### config.mk
export PLATFORM = sky130hd
export DESIGN_NAME = instr_execute
export DESIGN_NICKNAME = d
export VERILOG_FILES = /design/src/design/alu_pkg.sv /design/src/design/alu_writeback.sv /design/src/design/byte_adder.sv /design/src/design/instr_execute.sv /design/src/design/logic_unit.sv /design/src/design/operand_decode.sv /design/src/design/shift_rotate.sv
export SDC_FILE = /design/constraint.sdc
export NUM_CORES = 1
export LEC_CHECK = 0
export ABC_CLOCK_PERIOD_IN_PS = 800
export BUFFER_PORTS_ARGS = -buffer_cell sky130_fd_sc_hd__buf_2
export CORE_AREA = 2 2 94 96
export DETAILED_ROUTE_END_ITERATION = 6
export DIE_AREA = 0 0 96 98
export GPL_TIMING_DRIVEN = 0
export HOLD_SLACK_MARGIN = 0.15
export MAX_ROUTING_LAYER = met4
export PLACE_DENSITY_LB_ADDON = 0.25
export SLEW_MARGIN = 0
export SYNTH_ARGS = -nofsm -noshare
export SYNTH_HDL_FRONTEND = slang
export SYNTH_SLANG_ARGS = --single-unit
### constraint.sdc
create_clock -name clk -period 0.8 [get_ports clk]
set_input_delay 0.08 -clock clk [delete_from_list [all_inputs] [get_ports clk]]
set_output_delay 0.08 -clock clk [all_outputs]
set_load 0.01 [all_outputs]
### src/design/alu_pkg.sv
// shared types and constants of the execute stage; modules import it with alu_pkg::*
`default_nettype none

package alu_pkg;

	typedef logic [7:0] byte_t;        // one data byte
	typedef logic [4:0] op_t;          // decoded operation code
	typedef logic [7:0] flags_t;       // S Z X H X P/V N C
	typedef logic [1:0] logic_kind_t;  // logic unit function

	// ====================
	// operation codes
	// ====================
	localparam op_t op_add   = 5'd1;
	localparam op_t op_adc   = 5'd2;
	localparam op_t op_sub   = 5'd3;
	localparam op_t op_sbc   = 5'd4;
	localparam op_t op_and   = 5'd5;
	localparam op_t op_xor   = 5'd6;
	localparam op_t op_or    = 5'd7;
	localparam op_t op_cp    = 5'd8;
	localparam op_t op_inc   = 5'd9;
	localparam op_t op_dec   = 5'd10;
	localparam op_t op_add16 = 5'd11;
	localparam op_t op_adc16 = 5'd12;
	localparam op_t op_sbc16 = 5'd13;

	// low three bits pick the shift in shift_rotate
	localparam op_t op_rlc   = 5'd17;
	localparam op_t op_rrc   = 5'd18;
	localparam op_t op_rl    = 5'd19;
	localparam op_t op_rr    = 5'd20;
	localparam op_t op_sla   = 5'd21;
	localparam op_t op_sra   = 5'd22;
	localparam op_t op_srl   = 5'd23;

	localparam op_t op_set   = 5'd26;
	localparam op_t op_res   = 5'd27;
	localparam op_t op_bit   = 5'd28;

	localparam logic_kind_t lk_and  = 2'd0;
	localparam logic_kind_t lk_or   = 2'd1;
	localparam logic_kind_t lk_xor  = 2'd2;
	localparam logic_kind_t lk_none = 2'd3;  // result forced to zero

	// ====================
	// flag bit positions
	// ====================
	localparam int flag_s  = 7;
	localparam int flag_z  = 6;
	localparam int flag_h  = 4;
	localparam int flag_pv = 2;
	localparam int flag_n  = 1;
	localparam int flag_c  = 0;

endpackage

`default_nettype wire

### src/design/alu_writeback.sv
// picks the result and composes the flags per opcode, then registers them on exec_en
`timescale 1ns/100ps
`default_nettype none

module alu_writeback
	import alu_pkg::*;
(
	input  logic   clk,
	input  logic   reset,
	input  logic   exec_en,
	input  op_t    operation,
	input  byte_t  operand_des,
	input  byte_t  operand_sou,
	input  flags_t flag_in,
	input  byte_t  sum_low,
	input  byte_t  sum_high,
	input  logic   half_carry_low,
	input  logic   carry_low,
	input  logic   overflow_low,
	input  logic   half_carry_high,
	input  logic   carry_high,
	input  logic   overflow_high,
	input  logic   add_sub,
	input  byte_t  logic_result,
	input  logic   logic_half_carry,
	input  logic   logic_parity,
	input  byte_t  shift_result,
	input  logic   shift_carry,
	output byte_t  result,
	output byte_t  result_high,
	output flags_t flag_out
);

	byte_t  next_result;
	byte_t  next_result_high;
	flags_t next_flags;
	logic   bit_zero;  // BIT test outcome

	assign bit_zero = ~operand_des[operand_sou[2:0]];

	// ====================
	// result and flag select
	// ====================
	always_comb begin
		next_result      = 8'h00;
		next_result_high = 8'h00;
		next_flags       = flag_in;  // X bits always pass
		case (operation)
			op_add, op_adc, op_sub, op_sbc, op_cp, op_inc, op_dec: begin
				next_result         = (operation == op_cp) ? operand_des : sum_low;
				next_flags[flag_s]  = sum_low[7];
				next_flags[flag_z]  = ~|sum_low;
				next_flags[flag_h]  = half_carry_low;
				next_flags[flag_pv] = overflow_low;
				next_flags[flag_n]  = add_sub;
				if (operation != op_inc && operation != op_dec) begin
					next_flags[flag_c] = carry_low;  // INC/DEC leave C alone
				end
			end
			op_and, op_xor, op_or: begin
				next_result         = logic_result;
				next_flags[flag_s]  = logic_result[7];
				next_flags[flag_z]  = ~|logic_result;
				next_flags[flag_h]  = logic_half_carry;
				next_flags[flag_pv] = logic_parity;
				next_flags[flag_n]  = 1'b0;
				next_flags[flag_c]  = 1'b0;
			end
			op_rlc, op_rrc, op_rl, op_rr, op_sla, op_sra, op_srl: begin
				next_result         = shift_result;
				next_flags[flag_s]  = shift_result[7];
				next_flags[flag_z]  = ~|shift_result;
				next_flags[flag_h]  = 1'b0;
				next_flags[flag_pv] = ~^shift_result;
				next_flags[flag_n]  = 1'b0;
				next_flags[flag_c]  = shift_carry;
			end
			op_set, op_res: next_result = logic_result;  // flags untouched
			op_bit: begin
				next_flags[flag_z] = bit_zero;
				next_flags[flag_h] = 1'b1;
				next_flags[flag_n] = 1'b0;
			end
			op_add16, op_adc16, op_sbc16: begin
				next_result        = sum_low;
				next_result_high   = sum_high;
				next_flags[flag_h] = half_carry_high;  // from bit 11
				next_flags[flag_n] = add_sub;
				next_flags[flag_c] = carry_high;
				if (operation != op_add16) begin
					next_flags[flag_s]  = sum_high[7];
					next_flags[flag_z]  = ~|{sum_high, sum_low};
					next_flags[flag_pv] = overflow_high;
				end
			end
			default: ;
		endcase
	end

	// ====================
	// output register
	// ====================
	always_ff @(posedge clk or negedge reset) begin
		if (!reset) begin
			result      <= 8'h00;
			result_high <= 8'h00;
			flag_out    <= 8'h00;
		end else if (exec_en) begin
			result      <= next_result;
			result_high <= next_result_high;
			flag_out    <= next_flags;
		end
	end

endmodule

`default_nettype wire

### src/design/byte_adder.sv
// one 8-bit add/subtract slice with half-carry and overflow, chained for 16-bit ops
`timescale 1ns/100ps
`default_nettype none

module byte_adder
	import alu_pkg::*;
(
	input  byte_t a,
	input  byte_t b,
	input  logic  sub,
	input  logic  cin,
	input  logic  en,
	output byte_t sum,
	output logic  half_carry,
	output logic  carry,
	output logic  overflow
);

	logic carry_6;  // carry into bit 7

	always_comb begin
		sum        = 8'h00;
		half_carry = 1'b0;
		carry_6    = 1'b0;
		carry      = 1'b0;
		if (en) begin
			if (sub) begin  // borrows ripple up
				{half_carry, sum[3:0]} = {1'b0, a[3:0]} - {1'b0, b[3:0]} - {4'h0, cin};
				{carry_6, sum[6:4]} = {1'b0, a[6:4]} - {1'b0, b[6:4]} - {3'h0, half_carry};
				{carry, sum[7]} = {1'b0, a[7]} - {1'b0, b[7]} - {1'b0, carry_6};
			end else begin
				{half_carry, sum[3:0]} = {1'b0, a[3:0]} + {1'b0, b[3:0]} + {4'h0, cin};
				{carry_6, sum[6:4]} = {1'b0, a[6:4]} + {1'b0, b[6:4]} + {3'h0, half_carry};
				{carry, sum[7]} = {1'b0, a[7]} + {1'b0, b[7]} + {1'b0, carry_6};
			end
		end
	end

	assign overflow = carry_6 ^ carry;  // signed overflow

endmodule

`default_nettype wire

### src/design/instr_execute.sv
// execute stage top level; one operation per exec_en cycle, outputs valid one clock later
`timescale 1ns/100ps
`default_nettype none

module instr_execute
	import alu_pkg::*;
(
	input  logic   clk,
	input  logic   reset,
	input  logic   exec_en,
	input  op_t    operation,
	input  byte_t  operand_des,
	input  byte_t  operand_des_high,
	input  byte_t  operand_sou,
	input  byte_t  operand_sou_high,
	input  flags_t flag_in,
	output byte_t  result,
	output byte_t  result_high,
	output flags_t flag_out
);

	byte_t       oper_a_low;
	byte_t       oper_b_low;
	byte_t       oper_a_high;
	byte_t       oper_b_high;
	logic        add_sub;
	logic        carry_in;
	logic        word_en;
	logic_kind_t logic_kind;

	byte_t       sum_low;
	byte_t       sum_high;
	logic        half_carry_low;
	logic        carry_low;
	logic        overflow_low;
	logic        half_carry_high;
	logic        carry_high;
	logic        overflow_high;

	byte_t       logic_result;
	logic        logic_half_carry;
	logic        logic_parity;
	byte_t       shift_result;
	logic        shift_carry;

	operand_decode u_operand_decode (
		.operation        (operation),
		.operand_des      (operand_des),
		.operand_sou      (operand_sou),
		.operand_des_high (operand_des_high),
		.operand_sou_high (operand_sou_high),
		.carry_flag       (flag_in[flag_c]),
		.oper_a_low       (oper_a_low),
		.oper_b_low       (oper_b_low),
		.oper_a_high      (oper_a_high),
		.oper_b_high      (oper_b_high),
		.add_sub          (add_sub),
		.carry_in         (carry_in),
		.word_en          (word_en),
		.logic_kind       (logic_kind)
	);

	byte_adder u_adder_low (
		.a          (oper_a_low),
		.b          (oper_b_low),
		.sub        (add_sub),
		.cin        (carry_in),
		.en         (1'b1),
		.sum        (sum_low),
		.half_carry (half_carry_low),
		.carry      (carry_low),
		.overflow   (overflow_low)
	);

	byte_adder u_adder_high (
		.a          (oper_a_high),
		.b          (oper_b_high),
		.sub        (add_sub),
		.cin        (carry_low),  // chained from the low byte
		.en         (word_en),
		.sum        (sum_high),
		.half_carry (half_carry_high),
		.carry      (carry_high),
		.overflow   (overflow_high)
	);

	logic_unit u_logic_unit (
		.a          (oper_a_low),
		.b          (oper_b_low),
		.kind       (logic_kind),
		.result     (logic_result),
		.half_carry (logic_half_carry),
		.parity     (logic_parity)
	);

	shift_rotate u_shift_rotate (
		.operation  (operation),
		.value      (operand_des),
		.carry_flag (flag_in[flag_c]),
		.result     (shift_result),
		.carry_out  (shift_carry)
	);

	alu_writeback u_alu_writeback (
		.clk              (clk),
		.reset            (reset),
		.exec_en          (exec_en),
		.operation        (operation),
		.operand_des      (operand_des),
		.operand_sou      (operand_sou),
		.flag_in          (flag_in),
		.sum_low          (sum_low),
		.sum_high         (sum_high),
		.half_carry_low   (half_carry_low),
		.carry_low        (carry_low),
		.overflow_low     (overflow_low),
		.half_carry_high  (half_carry_high),
		.carry_high       (carry_high),
		.overflow_high    (overflow_high),
		.add_sub          (add_sub),
		.logic_result     (logic_result),
		.logic_half_carry (logic_half_carry),
		.logic_parity     (logic_parity),
		.shift_result     (shift_result),
		.shift_carry      (shift_carry),
		.result           (result),
		.result_high      (result_high),
		.flag_out         (flag_out)
	);

endmodule

`default_nettype wire

### src/design/logic_unit.sv
// AND/OR/XOR of two bytes with the half-carry and parity the flag logic needs
`timescale 1ns/100ps
`default_nettype none

module logic_unit
	import alu_pkg::*;
(
	input  byte_t       a,
	input  byte_t       b,
	input  logic_kind_t kind,
	output byte_t       result,
	output logic        half_carry,
	output logic        parity
);

	always_comb begin
		case (kind)
			lk_and:  result = a & b;
			lk_or:   result = a | b;
			lk_xor:  result = a ^ b;
			default: result = 8'h00;  // unit idle
		endcase
	end

	assign half_carry = (kind == lk_and);  // set by AND only
	assign parity     = ~^result;          // even parity

endmodule

`default_nettype wire

### src/design/operand_decode.sv
// steers the operands and adder/logic controls for each opcode of the execute stage
`timescale 1ns/100ps
`default_nettype none

module operand_decode
	import alu_pkg::*;
(
	input  op_t         operation,
	input  byte_t       operand_des,
	input  byte_t       operand_sou,
	input  byte_t       operand_des_high,
	input  byte_t       operand_sou_high,
	input  logic        carry_flag,
	output byte_t       oper_a_low,
	output byte_t       oper_b_low,
	output byte_t       oper_a_high,
	output byte_t       oper_b_high,
	output logic        add_sub,
	output logic        carry_in,
	output logic        word_en,
	output logic_kind_t logic_kind
);

	byte_t bit_mask;  // one-hot bit select

	// index 8 and above selects no bit
	assign bit_mask = (operand_sou < 8'd8) ? byte_t'(8'h01 << operand_sou[2:0]) : 8'h00;

	always_comb begin
		oper_a_low  = operand_des;
		oper_b_low  = operand_sou;
		oper_a_high = operand_des_high;
		oper_b_high = operand_sou_high;
		add_sub     = 1'b0;
		carry_in    = 1'b0;
		word_en     = 1'b0;
		logic_kind  = lk_none;
		case (operation)
			op_adc: carry_in = carry_flag;
			op_sub, op_cp: add_sub = 1'b1;  // CP only keeps the flags
			op_sbc: begin
				add_sub  = 1'b1;
				carry_in = carry_flag;
			end
			op_and: logic_kind = lk_and;
			op_xor: logic_kind = lk_xor;
			op_or: logic_kind = lk_or;
			op_inc, op_dec: begin
				oper_a_low = operand_sou;  // source against one
				oper_b_low = 8'h01;
				add_sub    = (operation == op_dec);
			end
			op_add16: word_en = 1'b1;
			op_adc16: begin
				word_en  = 1'b1;
				carry_in = carry_flag;
			end
			op_sbc16: begin
				word_en  = 1'b1;
				add_sub  = 1'b1;
				carry_in = carry_flag;
			end
			op_set: begin
				oper_b_low = bit_mask;  // OR in the bit
				logic_kind = lk_or;
			end
			op_res: begin
				oper_b_low = ~bit_mask;  // mask out the bit
				logic_kind = lk_and;
			end
			default: ;
		endcase
	end

endmodule

`default_nettype wire

### src/design/shift_rotate.sv
// the seven rotate and shift operations, picked by the low opcode bits
`timescale 1ns/100ps
`default_nettype none

module shift_rotate
	import alu_pkg::*;
(
	input  op_t   operation,
	input  byte_t value,
	input  logic  carry_flag,
	output byte_t result,
	output logic  carry_out
);

	always_comb begin
		result    = value;
		carry_out = carry_flag;
		case (operation[2:0])
			op_rlc[2:0]: {carry_out, result} = {value[7], value[6:0], value[7]};
			op_rrc[2:0]: {result, carry_out} = {value[0], value[7:1], value[0]};
			op_rl[2:0]:  {carry_out, result} = {value, carry_flag};  // through C
			op_rr[2:0]:  {result, carry_out} = {carry_flag, value};
			op_sla[2:0]: {carry_out, result} = {value, 1'b0};
			op_sra[2:0]: {result, carry_out} = {value[7], value};    // sign kept
			op_srl[2:0]: {result, carry_out} = {1'b0, value};
			default: ;
		endcase
	end

endmodule

`default_nettype wire

==> out/metrics.cfg, run 1 <==
[outcome]
status = complete, but fails checks
violations = negative setup slack

[worst_setup_path]
worst_ep_required_time_ns = 0.96
rr_endpoint = u_alu_writeback.result[2]
startpoint = operand_sou[6]
cp-start-kind = primary input
r2r_cells = 3
worst_setup_path_end_kind = flip-flop
cp_common_cell = fa_2
worstSetupPathType = in -> reg
endpoint = u_alu_writeback.flag_out[7]
r2r_slack_ns = -0.08
cp_max_fo = 5
timing.rr.start = u_alu_writeback.result[2]
crit_slowest_cell = or4_4
slowest_delay_ns = 0.55
arrival_ns = 7.48

[timing]
finalHoldViolations = 0
setup_viol = 46
maxSlewViolCount = 0
fin_ws_ns = -6.51
period_share = 9.14
max_freq_mhz = 137
hold_ws_ns = 0.0268
fin_crit_ns = 7.31
fin_worst_skew_ns = 0
maxSlewHeadroom = 0.199
worst_slew_pin_slew_ns = 1.19
rsz0062_at_grt = true

[power_and_ir_drop]
leakage_nw = 2.65
fin_total_pwr_mw = 7.28
power.density_nw_per_um2 = 1270
vdd_ir_drop_max_uv = 793

[logic_synthesis]
syn_inst = 563
avgSynthCellArea_um2 = 7.76
synth_most_common_cell = inv_1
synth_top_area_frac = 0.137
ys_ff_latch = 24
synthDistinctLibCells = 71
synth_area_um2 = 4370
synth.area.top_cells = dfrtp_1 14%, ha_1 13%, fa_1 8.7%
synth_flop_cell = dfrtp_1
async_flop_share = 1.00
ys_seq_area_frac = 0.137
synth_common_cells = 60 x inv_1, 54 x nand2_1, 45 x nor2_1, 44 x ha_1, 39 x o21ai_0
syn_nets = 674
synth_top_area_cell = dfrtp_1
yosys_warnings = 0
synth_edf_count = 0

[floorplanning]
ios = 72
dieArea_um2 = 9410
num_rows = 34
die_w_um = 96
die_h_um = 98
start_util = 0.516
core_um2 = 8470

[placement]
placed_cells = 736
routabilityCongestion = 0.963
io_buffers = 65
hpwl_mm = 11.2

[global_routing]
grt_max_degree = 25
grt-ovfl-total = 0
grt_pass1_vias = 4618
grt_usage = 0.315
grt_pass1_wl_mm = 22.7
antenna_found_initial = 0

[routing]
routed-via-count = 4871
ant_nets = 0
wl_per_cell_um = 19.1
dr.pass1.iters = 5
drt_iter0_markers = 365
drc = 0
viasPerCell = 6.28
drt_wl_total_mm = 14.8

[clock_network]
hold_buffers = 2
clk_pin_slew_ns = 0.10
root_buffer = clkbuf_8
cts_max_path_buffers = 2
cts_buffers = 3
htreeDepth = 1
clock_sinks = 24
cts_tree = built
clk_latency_ns = 0.28

[hold_path]
hold_class = in -> reg

[cells_and_area]
syn_to_final_growth_pct = 31.6
diodes = 0
drive_above_1_share = 0.326
nFillCells = 700
nets = 780
finalNonFillerCells = 776

[flow_run]
drv_cap = 0

stage by stage:
step	utilization	TNS [ns]	setup WS, ns	instance area [um2]
2_1_floorplan	-	-89.68	-6.38	4550
3_3_place_gp	0.592	-105.10	-7.15	5010
3_5_place_dp	0.592	-106.40	-7.23	5010
4_1_cts	0.651	-94.84	-6.43	5510
5_1_grt	0.679	-101.45	-6.82	5750
6_report	0.679	-96.63	-6.51	5750
layer usage:
| layer | track usage | routed length [um] |
|---|---|---|
| met1 | 0.400 | 5860 |
| met2 | 0.524 | 7400 |
| met3 | 0.0316 | 1150 |
| met4 | 0.0967 | 423 |
| met5 | - | 0 |
repair_timing:
action | in CTS | in global routing
setup endpoints to repair | 48 | 72
hold endpoints to repair | 27 | 2
resized for setup | 47 | 57
pin swaps | 22 | 23
setup buffers | 24 | 11
where the power goes:
group	switching (mW)	total, mW	internal (mW)
clock network	0.478	1.15	0.671
logic	2.54	4.70	2.16
registers	0.0863	1.43	1.35
logic make-up after synthesis:
| logic type | share of synthesized area |
|---|---|
| mux | 0.0507 |
| compound gates | 0.259 |
| fa+ha+maj | 0.213 |
| buf+inv | 0.0810 |
| flops | 0.137 |
| simple gates | 0.204 |
| xor+xnor | 0.0558 |
flip-flops by register name (all words and copies together), names as in the netlist:
register and cells:
u_alu_writeback.flag_out 8, u_alu_writeback.result_high 8, u_alu_writeback.result 8
layout by cell type, fill, tap and decap left out, types with 10 or more instances in the layout:
cell / count
inv_1: 53
ha_1: 37
buf_4: 35
nor2_1: 40
xnor2_1: 13
buf_2: 59
nand3_1: 14
a221oi_1: 10
o21ai_0: 32
buf_6: 15
dfrtp_1: 24
fa_2: 13
a21oi_1: 18
nand2_1: 51
how the worst min path moves through the flow:
stage          startpoint                        endpoint  slack [ns]  cells past startpoint
5_1_grt        flag_in[5]     u_alu_writeback.flag_out[5]        0.04                      2
3_5_place_dp        reset  u_alu_writeback.result_high[4]        0.11                      1
4_1_cts        flag_in[5]     u_alu_writeback.flag_out[5]        0.04                      2
2_1_floorplan       reset     u_alu_writeback.flag_out[0]       -0.22                      0
3_3_place_gp        reset  u_alu_writeback.result_high[0]        0.09                      1
6_report       flag_in[5]     u_alu_writeback.flag_out[5]        0.03                      2
cell type report:
cell class | instances | area [um2] | area share
sequential | 24 | 601 | 0.104
inverter | 60 | 225 | 0.0392
timing repair buffer | 101 | 651 | 0.113
clock buffer | 3 | 41.3 | 0.00718
clock inverter | 1 | 30.0 | 0.00522
multi-input combinational | 449 | 3820 | 0.665
tap | 108 | 135 | 0.0235
buffer | 30 | 245 | 0.0426
worst max-delay path: cells and delay by family:
kind	cells	cell delay [ns]
fa+ha+maj	10	3.13
compound gates	9	1.66
simple gates	6	1.42
xor+xnor	5	0.52
buf+inv	4	0.40
mux	1	0.26
No activity file was read; power rests on OpenSTA's default activity.
==> inputs of run 2 (changes only) <==
- CORE_AREA: 2 2 94 96 -> 2 2 93 95
- CTS_BUF_LIST: not set -> sky130_fd_sc_hd__clkbuf_4 sky130_fd_sc_hd__clkbuf_8
- DIE_AREA: 0 0 96 98 -> 0 0 95 97
==> run 2 against run 1 <==
Net effect:
- the run still ends with negative setup slack left
- final area grew 0.89%
- sequential power barely moved
- clock skew unchanged
- utilization up 3.4 points
- count of clock-buffer cells in the layout is the same
- register-to-register slack better by 0.03 ns
- sequential cell count stayed put
- fmax is 0.64% lower
- global-route usage rose by 1.5 points
- via count down 0.64%
- combinational power about the same
- largest power group unchanged
==> out/metrics.cfg, run 2 (same netlist as run 1, synthesis figures left out) <==
[outcome]
status = complete, but fails checks  ; unchanged
violations = negative setup slack  ; unchanged

[global_routing]
grt-ovfl-total = 0  ; unchanged
antenna_found_initial = 0  ; unchanged
grt_pass1_wl_mm = 23.5  ; was 22.7 mm
grt_pass1_vias = 4724  ; was 4618
grt_usage = 0.330  ; was 0.315
grt_max_degree = 25  ; unchanged

[floorplanning]
dieArea_um2 = 9220  ; was 9410 um2
start_util = 0.537  ; was 0.516
core_um2 = 8130  ; was 8470 um2
die_w_um = 95  ; was 96 um
ios = 72  ; unchanged
num_rows = 33  ; was 34
die_h_um = 97  ; was 98 um

[cells_and_area]
utilization = 0.713  ; was 0.679
diodes = 0  ; unchanged
drive_above_1_share = 0.319  ; was 0.326
finalNonFillerCells = 776  ; unchanged
largestRegisters = u_alu_writeback.flag_out: 8 flops, u_alu_writeback.result: 8 flops, u_alu_writeback.result_high: 8 flops  ; unchanged
syn_to_final_growth_pct = 32.8  ; was 31.6%
layout_common_cells = 60 x buf_2, 54 x inv_1, 51 x nand2_1  ; was 59 x buf_2, 53 x inv_1, 51 x nand2_1
nets = 783  ; was 780
layout_commonest_cell = buf_2  ; unchanged

[timing]
worst_slew_pin_slew_ns = 1.33  ; was 1.19 ns
fin_worst_skew_ns = 0  ; unchanged
finalHoldViolations = 0  ; unchanged
fin_ws_ns = -6.56  ; was -6.51 ns
fin_crit_ns = 7.36  ; was 7.31 ns
rsz0062_at_grt = true  ; unchanged
maxSlewHeadroom = 0.107  ; was 0.199
max_freq_mhz = 136  ; was 137 MHz
period_share = 9.20  ; was 9.14
hold_ws_ns = 0.0269  ; was 0.0268 ns
maxSlewViolCount = 0  ; unchanged
setup_viol = 46  ; unchanged

[worst_setup_path]
worst_setup_path_end_kind = flip-flop  ; unchanged
arrival_ns = 7.52  ; was 7.48 ns
slowest_delay_ns = 0.55  ; about the same
cp_max_fo = 5  ; unchanged
cp-start-kind = primary input  ; unchanged
worstSetupPathType = in -> reg  ; unchanged
crit_slowest_cell = or4_4  ; unchanged
worst_ep_required_time_ns = 0.96  ; about the same
cp_common_cell = fa_2  ; unchanged

[placement]
hpwl_mm = 11.3  ; was 11.2 mm
routabilityCongestion = 0.918  ; was 0.963
io_buffers = 65  ; unchanged
placed_cells = 733  ; was 736

[clock_network]
clk_pin_slew_ns = 0.09  ; was 0.10 ns
clk_latency_ns = 0.28  ; about the same
clock_sinks = 24  ; unchanged
cts_tree = built  ; unchanged
cts_buffers = 3  ; unchanged
cts_max_path_buffers = 2  ; unchanged
root_buffer = clkbuf_8  ; unchanged
hold_buffers = 2  ; unchanged
htreeDepth = 1  ; unchanged

[power_and_ir_drop]
fin_total_pwr_mw = 7.25  ; was 7.28 mW
leakage_nw = 2.68  ; was 2.65 nW
power.density_nw_per_um2 = 1250  ; was 1270 nW/um2
vdd_ir_drop_max_uv = 744  ; was 793 uV

[routing]
wl_per_cell_um = 19.4  ; was 19.1 um
drc = 0  ; unchanged
routed-via-count = 4840  ; was 4871
dr.pass1.iters = 6  ; was 5
ant_nets = 0  ; unchanged
viasPerCell = 6.24  ; was 6.28
drt_wl_total_mm = 15.1  ; was 14.8 mm
drt_iter0_markers = 562  ; was 365

[flow_run]
drv_cap = 0  ; unchanged

[hold_path]
hold_class = in -> reg  ; unchanged

==> run 2: changes by cell type in the layout (fill, tap and decap cells not counted), sizes merged <==
| cell | before | now |
|---|---|---|
| clkbuf | 20 | 25 |
| buf | 112 | 110 |
==> run 2: layer usage <==
metal  global-route usage  vias up  wire length, um
met4                0.103        0              534
met5                    -        -                0
met2                0.529      276             7270
li1                     -     2227                -
met1                0.438     2284             5990
met3               0.0335       53             1280
==> run 2: final timing paths <==
kind	cells after the start	to	slack, ns	from
worst max-delay path	34	u_alu_writeback.flag_out[7]	-6.56	operand_sou[6]
worst min-delay path	2	u_alu_writeback.flag_out[5]	0.03	flag_in[5]
worst max register to register	4	u_alu_writeback.result_high[5]	-0.05	u_alu_writeback.result_high[5]
worst min register to register	1	u_alu_writeback.result[1]	0.50	u_alu_writeback.result[1]
max in group asynchronous	2	u_alu_writeback.result[1]	0.25	reset
min in group asynchronous	2	u_alu_writeback.flag_out[5]	0.29	reset
==> run 2: cell type report <==
class,count,area [um2]
clock inverter,1,30.0
clock buffer,3,41.3
inverter,60,225
sequential,24,601
fill,635,2330
tap,105,131
multi-input combinational,449,3830
timing repair buffer,104,671
buffer,30,274
==> run 2: report_power, final <==
group	internal (mW)	leakage, nW	switching [mW]
Combinational	2.16	2.33	2.55
Clock	0.671	0.0357	0.434
Sequential	1.35	0.310	0.0812
Total	4.18	2.68	3.07
==> run 2: critical path, delay by kind of cell <==
kind,cells,cell delay [ns]
AOI/OAI and AO/OA,8,1.54
xor gates and xnor gates,5,0.52
adders and majority gates,10,3.20
buffers and inverters,3,0.21
muxes,1,0.24
and+or+nand+nor,7,1.72
==> run 2: what timing repair did <==
action,4_1_cts,5_1_grt
resized for setup,68,19
setup buffers,29,9
setup endpoints to repair,48,70
hold endpoints to repair,27,2
pin swaps,33,10
==> run 2: metrics by stage <==
step	setup WS, ns	TNS [ns]	instance area, um2
CTS	-6.42	-93.42	5640
detailed placement	-7.32	-107.58	5010
finish	-6.56	-95.15	5800
floorplan	-6.38	-89.68	4550
global placement	-7.20	-106.01	5010
global route	-6.74	-99.37	5800
==> inputs of run 3 (changes only) <==
- CORE_AREA: 2 2 93 95 -> 2 2 102 104
- DIE_AREA: 0 0 95 97 -> 0 0 104 106
==> run 3 against run 2 <==
Net effect:
- the run still ends with negative setup slack left
- sequential share of layout area decreased by 0.34 points
- fmax increased by 0.52%
- non-clock buffer count increased by 9
- worst hold slack improved by 0.0040 ns
- critical path depth unchanged
- utilization decreased by 11 points
- final cell count increased by 5.2%
- critical path type unchanged
==> out/metrics.cfg, run 3 (same netlist as run 1, synthesis figures left out) <==
[worst_setup_path]
r2r_cells = 3  ; was 4
cp-start-kind = primary input  ; unchanged
arrival_ns = 7.48  ; was 7.52 ns
crit_slowest_cell = or4_4  ; unchanged
slowest_delay_ns = 0.55  ; about the same
cp_common_cell = fa_2  ; unchanged
startpoint = operand_sou[6]  ; unchanged
worst_ep_required_time_ns = 0.95  ; was 0.96 ns
timing.rr.start = u_alu_writeback.result[2]  ; was u_alu_writeback.result_high[5]
worst_setup_path_end_kind = flip-flop  ; unchanged
worstSetupPathType = in -> reg  ; unchanged
cp_max_fo = 5  ; unchanged

[floorplanning]
ios = 72  ; unchanged
die_h_um = 106  ; was 97 um
core_um2 = 10000  ; was 8130 um2
dieArea_um2 = 11000  ; was 9220 um2
num_rows = 37  ; was 33
die_w_um = 104  ; was 95 um
start_util = 0.437  ; was 0.537

[placement]
io_buffers = 65  ; unchanged
place_ws_ns = -7.31  ; was -7.32 ns
dpl_cell_area_um2 = 5050  ; was 5010 um2
hpwl_mm = 11.6  ; was 11.3 mm
routabilityCongestion = 0.962  ; was 0.918

[routing]
wl_per_cell_um = 18.7  ; was 19.4 um
drt_wl_total_mm = 15.3  ; was 15.1 mm
viasPerCell = 5.87  ; was 6.24
routed-via-count = 4788  ; was 4840
ant_nets = 0  ; unchanged
dr.pass1.iters = 5  ; was 6
drc = 0  ; unchanged
drt_iter0_markers = 272  ; was 562

[clock_network]
clk_pin_slew_ns = 0.10  ; was 0.09 ns
clk_latency_ns = 0.27  ; was 0.28 ns
root_buffer = clkbuf_8  ; unchanged
clock_sinks = 24  ; unchanged
cts_tree = built  ; unchanged
cts_buffers = 3  ; unchanged
hold_buffers = 2  ; unchanged
htreeDepth = 1  ; unchanged
cts_max_path_buffers = 2  ; unchanged

[timing]
setup_viol = 46  ; unchanged
rsz0062_at_grt = true  ; unchanged
maxSlewHeadroom = 0.128  ; was 0.107
period_share = 9.15  ; was 9.20
finalHoldViolations = 0  ; unchanged
hold_ws_ns = 0.0309  ; was 0.0269 ns
worst_slew_pin_slew_ns = 1.30  ; was 1.33 ns
fin_crit_ns = 7.32  ; was 7.36 ns
fin_ws_ns = -6.52  ; was -6.56 ns
max_freq_mhz = 137  ; was 136 MHz
fin_worst_skew_ns = 0  ; unchanged
maxSlewViolCount = 0  ; unchanged

[cells_and_area]
nFillCells = 907  ; was 635
drive_above_1_share = 0.357  ; was 0.319
largestRegisters = u_alu_writeback.flag_out: 8 flops, u_alu_writeback.result: 8 flops, u_alu_writeback.result_high: 8 flops  ; unchanged
layout_commonest_cell = buf_2  ; unchanged
diodes = 0  ; unchanged
syn_to_final_growth_pct = 37.3  ; was 32.8%
nets = 792  ; was 783
layout_common_cells = 62 x buf_2, 53 x inv_1, 49 x nand2_1  ; was 60 x buf_2, 54 x inv_1, 51 x nand2_1
design_area_um2 = 6000  ; was 5800 um2
utilization = 0.600  ; was 0.713

[flow_run]
drv_cap = 0  ; unchanged

[outcome]
violations = negative setup slack  ; unchanged
status = complete, but fails checks  ; unchanged

[global_routing]
grt_pass1_wl_mm = 23.8  ; was 23.5 mm
grt_pass1_vias = 4633  ; was 4724
grt-ovfl-total = 0  ; unchanged
grt_max_degree = 25  ; unchanged
grt_usage = 0.277  ; was 0.330
antenna_found_initial = 0  ; unchanged

[hold_path]
min_from = flag_in[3]  ; was flag_in[5]
hold_class = in -> reg  ; unchanged
min_delay_path_depth = 2  ; unchanged

[power_and_ir_drop]
power.density_nw_per_um2 = 1250  ; about the same
fin_total_pwr_mw = 7.50  ; was 7.25 mW
leakage_nw = 2.74  ; was 2.68 nW
vdd_ir_drop_max_uv = 697  ; was 744 uV

## run 3: cell type report
type | instances | area (um2) | share of cell area
Inverter | 60 | 233 | 0.0388
Multi-Input combinational cell | 449 | 3910 | 0.652
Buffer | 30 | 270 | 0.0450
Timing Repair Buffer | 113 | 744 | 0.124
Tap cell | 136 | 170 | 0.0284
Sequential cell | 24 | 601 | 0.100
Clock buffer | 3 | 41.3 | 0.00688
Clock inverter | 1 | 30.0 | 0.00500
## run 3: layer usage
metal | vias to the layer above | GRT usage | part of all wire
li1 | 2241 | - | -
met1 | 2334 | 0.354 | 0.42
met2 | 186 | 0.484 | 0.50
met3 | 27 | 0.0270 | 0.062
met4 | 0 | 0.0492 | 0.018
met5 | - | - | 0
## run 3: what timing repair did
action                                  4_1_cts  5_1_grt
setup buffers                                29       16
gates resized for setup                      66       56
cloned                                        0        1
hold endpoints to repair                     27        2
pin swaps                                    37       24
endpoints found under the setup margin       48       71
## run 3: critical path, delay by kind of cell
kind | cells | cell delay, ns
AOI/OAI and AO/OA | 8 | 1.53
xor gates and xnor gates | 5 | 0.46
adders and majority gates | 10 | 3.14
buffers and inverters | 3 | 0.23
muxes | 1 | 0.26
and+or+nand+nor | 7 | 1.76
## run 3: final timing paths
path                                                   to  slack, ns
setup reg to reg                u_alu_writeback.result[2]      -0.05
setup / recovery              u_alu_writeback.flag_out[7]      -6.52
hold reg to reg               u_alu_writeback.flag_out[5]       0.51
min in group asynchronous  u_alu_writeback.result_high[4]       0.27
max in group asynchronous  u_alu_writeback.result_high[2]       0.27
hold / removal                u_alu_writeback.flag_out[3]       0.03
## run 3: through the flow
step,std cells,setup TNS [ns]
after floorplan,563,-89.68
after global placement,764,-106.81
after detailed placement,764,-107.47
after CTS,799,-94.39
after global routing,816,-100.37
final,816,-96.11
## run 3: report_power, final
group	switching (mW)	total, mW	internal (mW)
registers	0.0806	1.43	1.35
clock network	0.448	1.12	0.670
logic	2.64	4.95	2.31
